### src/common/capture_io_defs.svh
// ~~~~~~~~~~~~~~~~~~~~~~~~~~~~~~
// widths, register map and control word layout of the capture I/O hub
// include wherever a width, an address or a control bit is needed
// ~~~~~~~~~~~~~~~~~~~~~~~~~~~~~~
`ifndef CAPTURE_IO_DEFS_SVH
`define CAPTURE_IO_DEFS_SVH

// cpu register port
`define REG_ADDR_W 2
`define REG_DATA_W 32

// register map
`define ADDR_SYS_CTRL   2'd0
`define ADDR_SYS_STATUS 2'd1

// control word bit positions, bit 0 is spare
`define CTRL_ISL_RESET_N_BIT    1
`define CTRL_HDMIRX_RESET_N_BIT 2
`define CTRL_CAPTURE_SEL_BIT    5
`define CTRL_ISL_VS_POL_BIT     6
`define CTRL_AUDMUX_SEL_BIT     8

// only the five decoded fields are writable (32'h166)
`define CTRL_WRITE_MASK ((32'd1 << `CTRL_ISL_RESET_N_BIT) | \
                         (32'd1 << `CTRL_HDMIRX_RESET_N_BIT) | \
                         (32'd1 << `CTRL_CAPTURE_SEL_BIT) | \
                         (32'd1 << `CTRL_ISL_VS_POL_BIT) | \
                         (32'd1 << `CTRL_AUDMUX_SEL_BIT))

// video, ir and front panel widths
`define COLOR_W  8
`define IR_CNT_W 8
`define BTN_W    2

`endif

### src/common/capture_io_pkg.sv
// ~~~~~~~~~~~~~~~~~~~~~~~~~~~~~~
// shared types of the capture I/O hub
// import into RTL and testbench for the pixel, audio and control bundles
// ~~~~~~~~~~~~~~~~~~~~~~~~~~~~~~
package capture_io_pkg;

`include "capture_io_defs.svh"

    // register port
    typedef logic [`REG_ADDR_W-1:0] reg_addr_t;
    typedef logic [`REG_DATA_W-1:0] reg_data_t;

    // one colour channel
    typedef logic [`COLOR_W-1:0] color_t;

    // infrared falling-edge count, wraps
    typedef logic [`IR_CNT_W-1:0] ir_cnt_t;

    // front panel buttons, active low on the board
    typedef logic [`BTN_W-1:0] btn_t;

    // one pixel beat from a capture source or to the HDMI transmitter
    typedef struct packed {
        color_t r;
        color_t g;
        color_t b;
        logic   hsync;
        logic   vsync;
        logic   de;
        // field id, only meaningful for interlaced analog input
        logic   fid;
    } video_px_t;

    // one sample of an I2S bus
    typedef struct packed {
        logic bck;
        logic ws;
        logic data;
    } i2s_t;

    // decoded fields of the system control word
    typedef struct packed {
        logic isl_reset_n;
        logic hdmirx_reset_n;
        logic capture_sel;
        logic isl_vs_pol;
        logic audmux_sel;
    } sys_ctrl_t;

endpackage

### src/rtl/capture_io_top.sv
// ~~~~~~~~~~~~~~~~~~~~~~~~~~~~~~
// pin-level hub of the scan converter board
// connects the cpu register port, front panel and capture sources
// to the HDMI transmitter and the board control pins
// ~~~~~~~~~~~~~~~~~~~~~~~~~~~~~~
module capture_io_top
    import capture_io_pkg::*;
(
    input  logic      clk_osc,
    input  logic      po_reset_n,

    // cpu register port
    input  logic      wr_en_i,
    input  logic      rd_en_i,
    input  reg_addr_t addr_i,
    input  reg_data_t wdata_i,
    output reg_data_t rdata_o,

    // capture sources and transmitter pixel bus
    input  video_px_t isl_px_i,
    input  video_px_t hdmirx_px_i,
    output video_px_t tx_px_o,

    // audio
    input  i2s_t      pcm_i2s_i,
    input  i2s_t      hdmirx_i2s_i,
    input  logic      spdif_i,
    output i2s_t      tx_i2s_o,
    output logic      spdif_o,

    // board control pins
    output logic      isl_reset_n_o,
    output logic      hdmirx_reset_n_o,
    output logic      audmux_o,

    // front panel
    input  btn_t      btn_i,
    input  logic      ir_rx_i,
    output logic      ir_idle_led_o
);

    sys_ctrl_t ctrl;
    btn_t      btn_sync;
    ir_cnt_t   ir_cnt;

    // cpu visible control and status words
    sys_ctrl_regs u_sys_ctrl_regs (
        .clk_osc    (clk_osc),
        .po_reset_n (po_reset_n),
        .wr_en_i    (wr_en_i),
        .rd_en_i    (rd_en_i),
        .addr_i     (addr_i),
        .wdata_i    (wdata_i),
        .btn_sync_i (btn_sync),
        .ir_cnt_i   (ir_cnt),
        .rdata_o    (rdata_o),
        .ctrl_o     (ctrl)
    );

    // buttons and ir receiver
    panel_input u_panel_input (
        .clk_osc       (clk_osc),
        .po_reset_n    (po_reset_n),
        .btn_i         (btn_i),
        .ir_rx_i       (ir_rx_i),
        .btn_sync_o    (btn_sync),
        .ir_cnt_o      (ir_cnt),
        .ir_idle_led_o (ir_idle_led_o)
    );

    // video capture pipeline and audio routing
    source_select u_source_select (
        .clk_osc      (clk_osc),
        .po_reset_n   (po_reset_n),
        .ctrl_i       (ctrl),
        .isl_px_i     (isl_px_i),
        .hdmirx_px_i  (hdmirx_px_i),
        .pcm_i2s_i    (pcm_i2s_i),
        .hdmirx_i2s_i (hdmirx_i2s_i),
        .spdif_i      (spdif_i),
        .tx_px_o      (tx_px_o),
        .tx_i2s_o     (tx_i2s_o),
        .spdif_o      (spdif_o)
    );

    // chip resets and the external audio mux come straight from the control word
    assign isl_reset_n_o    = ctrl.isl_reset_n;
    assign hdmirx_reset_n_o = ctrl.hdmirx_reset_n;
    assign audmux_o         = ctrl.audmux_sel;

endmodule

### src/rtl/panel_input.sv
// ~~~~~~~~~~~~~~~~~~~~~~~~~~~~~~
// front panel inputs
// buttons and ir line cross into clk_osc through two flops each,
// falling ir edges advance a wrapping activity count
// ~~~~~~~~~~~~~~~~~~~~~~~~~~~~~~
module panel_input
    import capture_io_pkg::*;
(
    input  logic    clk_osc,
    input  logic    po_reset_n,
    input  btn_t    btn_i,
    input  logic    ir_rx_i,
    output btn_t    btn_sync_o,
    output ir_cnt_t ir_cnt_o,
    output logic    ir_idle_led_o
);

    btn_t    btn_sync1_reg;
    btn_t    btn_sync2_reg;
    logic    ir_sync1_reg;
    logic    ir_sync2_reg;
    logic    ir_prev_reg;
    logic    ir_fall;
    ir_cnt_t ir_cnt_reg;

    // synchronizers idle high, buttons and ir receiver are active low
    always_ff @(posedge clk_osc or negedge po_reset_n) begin
        if (!po_reset_n) begin
            btn_sync1_reg <= '1;
            btn_sync2_reg <= '1;
            ir_sync1_reg  <= 1'b1;
            ir_sync2_reg  <= 1'b1;
            ir_prev_reg   <= 1'b1;
        end else begin
            btn_sync1_reg <= btn_i;
            btn_sync2_reg <= btn_sync1_reg;
            ir_sync1_reg  <= ir_rx_i;
            ir_sync2_reg  <= ir_sync1_reg;
            // third flop for edge detect
            ir_prev_reg   <= ir_sync2_reg;
        end
    end

    // high to low on the synchronized line
    assign ir_fall = ir_prev_reg & ~ir_sync2_reg;

    // activity count, wraps at full scale
    always_ff @(posedge clk_osc or negedge po_reset_n) begin
        if (!po_reset_n) begin
            ir_cnt_reg <= '0;
        end else if (ir_fall) begin
            ir_cnt_reg <= ir_cnt_reg + 1'b1;
        end
    end

    assign btn_sync_o    = btn_sync2_reg;
    assign ir_cnt_o      = ir_cnt_reg;
    // led stays lit until the first ir edge is seen
    assign ir_idle_led_o = (ir_cnt_reg == '0);

    // count steps by one only after a detected edge
    a_ir_cnt_step: assert property (@(posedge clk_osc) disable iff (!po_reset_n)
        (ir_cnt_reg != $past(ir_cnt_reg)) |->
            ($past(ir_fall) && (ir_cnt_reg == ir_cnt_t'($past(ir_cnt_reg) + 1'b1))));

endmodule

### src/source_select/source_select.sv
// ~~~~~~~~~~~~~~~~~~~~~~~~~~~~~~
// capture source select for the HDMI transmitter
// video: two register stages, vsync polarity then source choice
// audio: one register stage, I2S source follows capture_sel
// ~~~~~~~~~~~~~~~~~~~~~~~~~~~~~~
module source_select
    import capture_io_pkg::*;
(
    input  logic      clk_osc,
    input  logic      po_reset_n,
    input  sys_ctrl_t ctrl_i,
    input  video_px_t isl_px_i,
    input  video_px_t hdmirx_px_i,
    input  i2s_t      pcm_i2s_i,
    input  i2s_t      hdmirx_i2s_i,
    input  logic      spdif_i,
    output video_px_t tx_px_o,
    output i2s_t      tx_i2s_o,
    output logic      spdif_o
);

    video_px_t isl_px_pol;
    video_px_t isl_s1_reg;
    video_px_t hdmirx_s1_reg;
    video_px_t tx_px_reg;
    i2s_t      i2s_sel;
    i2s_t      tx_i2s_reg;
    logic      spdif_reg;

    // analog vsync comes from the digitizer with either polarity
    always_comb begin
        isl_px_pol       = isl_px_i;
        isl_px_pol.vsync = isl_px_i.vsync ^ ctrl_i.isl_vs_pol;
    end

    // stage 1, both sources captured every cycle
    always_ff @(posedge clk_osc or negedge po_reset_n) begin
        if (!po_reset_n) begin
            isl_s1_reg    <= '0;
            hdmirx_s1_reg <= '0;
        end else begin
            isl_s1_reg    <= isl_px_pol;
            hdmirx_s1_reg <= hdmirx_px_i;
        end
    end

    // stage 2, select uses the control field current at this stage
    always_ff @(posedge clk_osc or negedge po_reset_n) begin
        if (!po_reset_n) begin
            tx_px_reg <= '0;
        end else if (ctrl_i.capture_sel) begin
            tx_px_reg <= hdmirx_s1_reg;
        end else begin
            tx_px_reg <= isl_s1_reg;
        end
    end

    assign tx_px_o = tx_px_reg;

    // hdmi receiver audio when capturing hdmi, external pcm otherwise
    assign i2s_sel = ctrl_i.capture_sel ? hdmirx_i2s_i : pcm_i2s_i;

    // audio out register
    always_ff @(posedge clk_osc or negedge po_reset_n) begin
        if (!po_reset_n) begin
            tx_i2s_reg <= '0;
            spdif_reg  <= 1'b0;
        end else begin
            tx_i2s_reg <= i2s_sel;
            // spdif is not switched, only retimed
            spdif_reg  <= spdif_i;
        end
    end

    assign tx_i2s_o = tx_i2s_reg;
    assign spdif_o  = spdif_reg;

    // pipeline drains reset zeros for two cycles before real pixels appear
    a_px_flush: assert property (@(posedge clk_osc)
        $rose(po_reset_n) |-> (tx_px_o == '0) ##1 (tx_px_o == '0));

endmodule

### src/sys_ctrl/sys_ctrl_regs.sv
// ~~~~~~~~~~~~~~~~~~~~~~~~~~~~~~
// system control and status registers on the cpu port
// address 0 holds the masked control word, address 1 reads status
// read data is registered and held until the next read strobe
// ~~~~~~~~~~~~~~~~~~~~~~~~~~~~~~
`include "capture_io_defs.svh"

module sys_ctrl_regs
    import capture_io_pkg::*;
(
    input  logic      clk_osc,
    input  logic      po_reset_n,
    input  logic      wr_en_i,
    input  logic      rd_en_i,
    input  reg_addr_t addr_i,
    input  reg_data_t wdata_i,
    input  btn_t      btn_sync_i,
    input  ir_cnt_t   ir_cnt_i,
    output reg_data_t rdata_o,
    output sys_ctrl_t ctrl_o
);

    reg_data_t ctrl_word_reg;
    reg_data_t status_word;
    reg_data_t rdata_reg;

    // control word, only the decoded fields are kept
    always_ff @(posedge clk_osc or negedge po_reset_n) begin
        if (!po_reset_n) begin
            ctrl_word_reg <= '0;
        end else if (wr_en_i && (addr_i == `ADDR_SYS_CTRL)) begin
            ctrl_word_reg <= wdata_i & `CTRL_WRITE_MASK;
        end
    end

    // field decode
    assign ctrl_o.isl_reset_n    = ctrl_word_reg[`CTRL_ISL_RESET_N_BIT];
    assign ctrl_o.hdmirx_reset_n = ctrl_word_reg[`CTRL_HDMIRX_RESET_N_BIT];
    assign ctrl_o.capture_sel    = ctrl_word_reg[`CTRL_CAPTURE_SEL_BIT];
    assign ctrl_o.isl_vs_pol     = ctrl_word_reg[`CTRL_ISL_VS_POL_BIT];
    assign ctrl_o.audmux_sel     = ctrl_word_reg[`CTRL_AUDMUX_SEL_BIT];

    // status: buttons in 9:8, ir count in 7:0
    assign status_word = {{(`REG_DATA_W - `BTN_W - `IR_CNT_W){1'b0}}, btn_sync_i, ir_cnt_i};

    // read data register, unmapped addresses give zero
    always_ff @(posedge clk_osc or negedge po_reset_n) begin
        if (!po_reset_n) begin
            rdata_reg <= '0;
        end else if (rd_en_i) begin
            case (addr_i)
                `ADDR_SYS_CTRL:   rdata_reg <= ctrl_word_reg;
                `ADDR_SYS_STATUS: rdata_reg <= status_word;
                default:          rdata_reg <= '0;
            endcase
        end
    end

    assign rdata_o = rdata_reg;

    // read-only bits of the control word never get set
    a_ctrl_mask: assert property (@(posedge clk_osc) disable iff (!po_reset_n)
        (ctrl_word_reg & ~`CTRL_WRITE_MASK) == '0);

    // read data only moves as the answer to a read strobe
    a_rdata_hold: assert property (@(posedge clk_osc) disable iff (!po_reset_n)
        !$stable(rdata_o) |-> $past(rd_en_i));

endmodule

### config.mk
export PLATFORM = sky130hd
export DESIGN_NAME = capture_io_top
export DESIGN_NICKNAME = d
export VERILOG_FILES = /design/src/common/capture_io_pkg.sv /design/src/rtl/capture_io_top.sv /design/src/rtl/panel_input.sv /design/src/source_select/source_select.sv /design/src/sys_ctrl/sys_ctrl_regs.sv
export VERILOG_INCLUDE_DIRS = /design/src /design/src/common
export SDC_FILE = /design/constraint.sdc
export NUM_CORES = 1
export LEC_CHECK = 0
export BUFFER_PORTS_ARGS = -buffer_cell sky130_fd_sc_hd__buf_2
export CORE_AREA = 2 2 101 103
export DETAILED_ROUTE_END_ITERATION = 8
export DIE_AREA = 0 0 103 105
export PLACE_DENSITY = 0.73
export SYNTH_ARGS = -nofsm -noshare
export SYNTH_HDL_FRONTEND = slang
export SYNTH_SLANG_ARGS = --single-unit
export TNS_END_PERCENT = 100
### constraint.sdc
create_clock -name clk_osc -period 1.38 [get_ports clk_osc]
set_input_delay 0.069 -clock clk_osc [delete_from_list [all_inputs] [get_ports clk_osc]]
set_output_delay 0.069 -clock clk_osc [all_outputs]
set_load 0.01 [all_outputs]
==> impl_metrics.yaml <==
global_route:
  antenna_found_initial: 0
  grt_max_degree: 60
  grt_pass1_vias: 2886
  grt_pass1_wl_um: 13600
  grt_use_total: 0.173
  overflow: 0
clock_tree:
  htree_levels: 4
  clock_latency_ns: 0.51
  cts_setup_buffers: 0
  clk_path_buf_depth: 2
  cts_tree: "yes"
  clock-root-buffer: "clkbuf_8"
  cts_buffers: 17
  cts.reportedPaths.clkPinSlew_ns: 0.05
  clock-sinks: 118
route:
  first_iter_violations: 32
  met3_length_um: 603
  wl_met2_um: 4550
  maxUsedRoutingLayer: "met4"
  ant_nets: 0
  dr.pass1.iters: 4
  drc_errors: 0
  wirelength_met1_um: 3160
  wirelength_um: 8450
  drt-wirelength-per-cell_um: 13.8
  vias_per_cell: 4.24
  vias: 2592
worst_setup_path:
  crit_path_max_incr_delay_ns: 0.47
  worst_path_max_delay_cell: "or4b_4"
  path_cells: "inv_1 > ha_1 > or4b_4 > nor4_4 > buf_2"
  crit_required_ns: 1.31
  startpoint: "u_panel_input.ir_cnt_o[1]"
  cp-end-kind: "primary output"
  rrSetupSlack_ns: -0.02
  start_kind: "flip-flop"
  cp_max_fo: 2
  critPathArrivalTime_ns: 1.86
  crit_type: "flip-flop to primary output"
  reg2reg_from: "u_panel_input.ir_prev_reg"
finish:
  syn_to_final_growth_pct: 54.9
  nets: 571
  fin_area_um2: 6130
  drive_above_1_share: 0.441
  layout_commonest_cell: "buf_2"
  layout_common_cells: "buf_2 (121), dfrtp_1 (111), dlygate4sd3_1 (78)"
  n_antenna_cell: 0
place:
  dp_hpwl_um: 5040
  placedInstanceArea_um2: 4760
  port_buffers: 122
  gp_routability_congestion: 0.773
floorplan:
  dieHeight_um: 105
  fp.coreArea_um2: 9640
  start_util: 0.410
  rows: 36
  chipWidth_um: 103
  dieArea_um2: 10800
  io_pins: 172
yosys:
  netlist_instances: 241
  synth_seq_cells: 118
  syn_area_um2: 3960
  yosysSeqAreaShare: 0.749
  ys_types: 24
  synth_edf_count: 0
  syn_avg_cell_area_um2: 16.4
  async_reset_ff_frac: 1.00
  synth_flop_cell: "dfrtp_1"
  yosysWarnings: 0
hold_path:
  hp-class: "primary input to flip-flop"
  min_from: "addr_i[1]"
timing:
  fmax_mhz: 519
  layout_setup_ws_ns: -0.548
  setup_violations: 2
  skew_ns: 0.00486
  finalCritPeriodShare: 1.40
  grt_setup_unrepaired: "true"
  hold_viol: 0
  maxSlewViolCount: 0
  fin_setup_tns_ns: -0.565
  post-route-min-period_ns: 1.93
status:
  status: "finished with violations"
  violations: "setup timing"
power_and_ir_drop:
  ir_drop_mv: 0.904
  powerDensity_nw_per_um2: 1600
  leakagePower_nw: 2.93
run:
  maxCapViolations: 0
-- where the power goes --
group,internal [mW],switching [mW]
sequential,3.85,0.162
clock,2.82,1.43
combinational,0.853,0.689
-- per-stage QoR --
stage	total power, mW	hold WS (ns)	worst slack [ns]	std cells	util
6_report	9.80	0.0609	-0.548	611	0.636
5_1_grt	10.3	0.0576	-0.664	611	0.636
4_1_cts	9.89	0.0378	-0.575	611	0.635
3_5_place_dp	5.40	0.104	-0.0343	501	0.493
3_3_place_gp	5.34	0.0973	0.00973	501	0.493
2_1_floorplan	4.74	-0.227	0.0345	262	-
-- critical path: cells and delay by family (launching register included) --
family | cells | cell delay, ns
adders and majority gates | 1 | 0.13
buffers and inverters | 2 | 0.23
and+or+nand+nor | 2 | 0.61
DFF | 1 | 0.38
-- repair_timing --
action | in CTS | in global routing
hold buffers | 78 | 0
endpoints found under the setup margin | 1 | 2
resized for setup | 2 | 1
pin swaps | 0 | 0
endpoints found under the hold margin | 196 | 0
-- final timing paths --
path | to | cells past startpoint
min reg2reg | u_panel_input.ir_sync2_reg | 0
min | u_sys_ctrl_regs.rdata_o[9] | 3
max | ir_idle_led_o | 5
max reg2reg | u_panel_input.ir_cnt_o[7] | 3
max in group asynchronous | u_panel_input.btn_sync_o[1] | 3
min in group asynchronous | u_sys_ctrl_regs.rdata_o[1] | 3
-- layer usage --
metal  track usage  up-vias
li1              -     1211
met5             0        -
met1         0.185     1256
met4        0.0724        0
met3        0.0736       16
met2         0.295      109
-- cell usage after synthesis (2+ instances only) --
cell type / instances / area (µm²)
dfrtp_1: 111 / 2780
mux2_2: 37 / 417
buf_4: 22 / 165
inv_1: 13 / 48.8
o22ai_1: 10 / 62.6
dfstp_2: 7 / 184
xnor2_1: 7 / 61.3
nand2_1: 6 / 22.5
mux2i_1: 5 / 50.1
buf_2: 4 / 20.0
nand4_1: 3 / 18.8
clkbuf_1: 2 / 7.51
ha_1: 2 / 25.0
nand2b_1: 2 / 12.5
-- logic make-up (layout without fill, tap and decap cells) --
kind of cell | count (synthesis) | count (layout) | synth area share
flops | 118 | 118 | 0.749
xor+xnor | 8 | 8 | 0.0177
fa+ha+maj | 2 | 2 | 0.00632
other cells | 1 | 22 | 0.000948
buf+inv | 41 | 257 | 0.0610
simple gates | 19 | 19 | 0.0316
mux | 42 | 42 | 0.118
compound gates | 10 | 10 | 0.0158
-- cell type report --
type / instances / area, µm²
fillers: 707 / 3510
flip-flops and latches: 118 / 2960
repair buffers: 212 / 1520
multi-input cells: 103 / 851
clock buffers: 22 / 453
well taps: 133 / 166
clock inverters: 10 / 128
inverters: 13 / 48.8
Note: power is estimated with default switching activity, not from simulation.
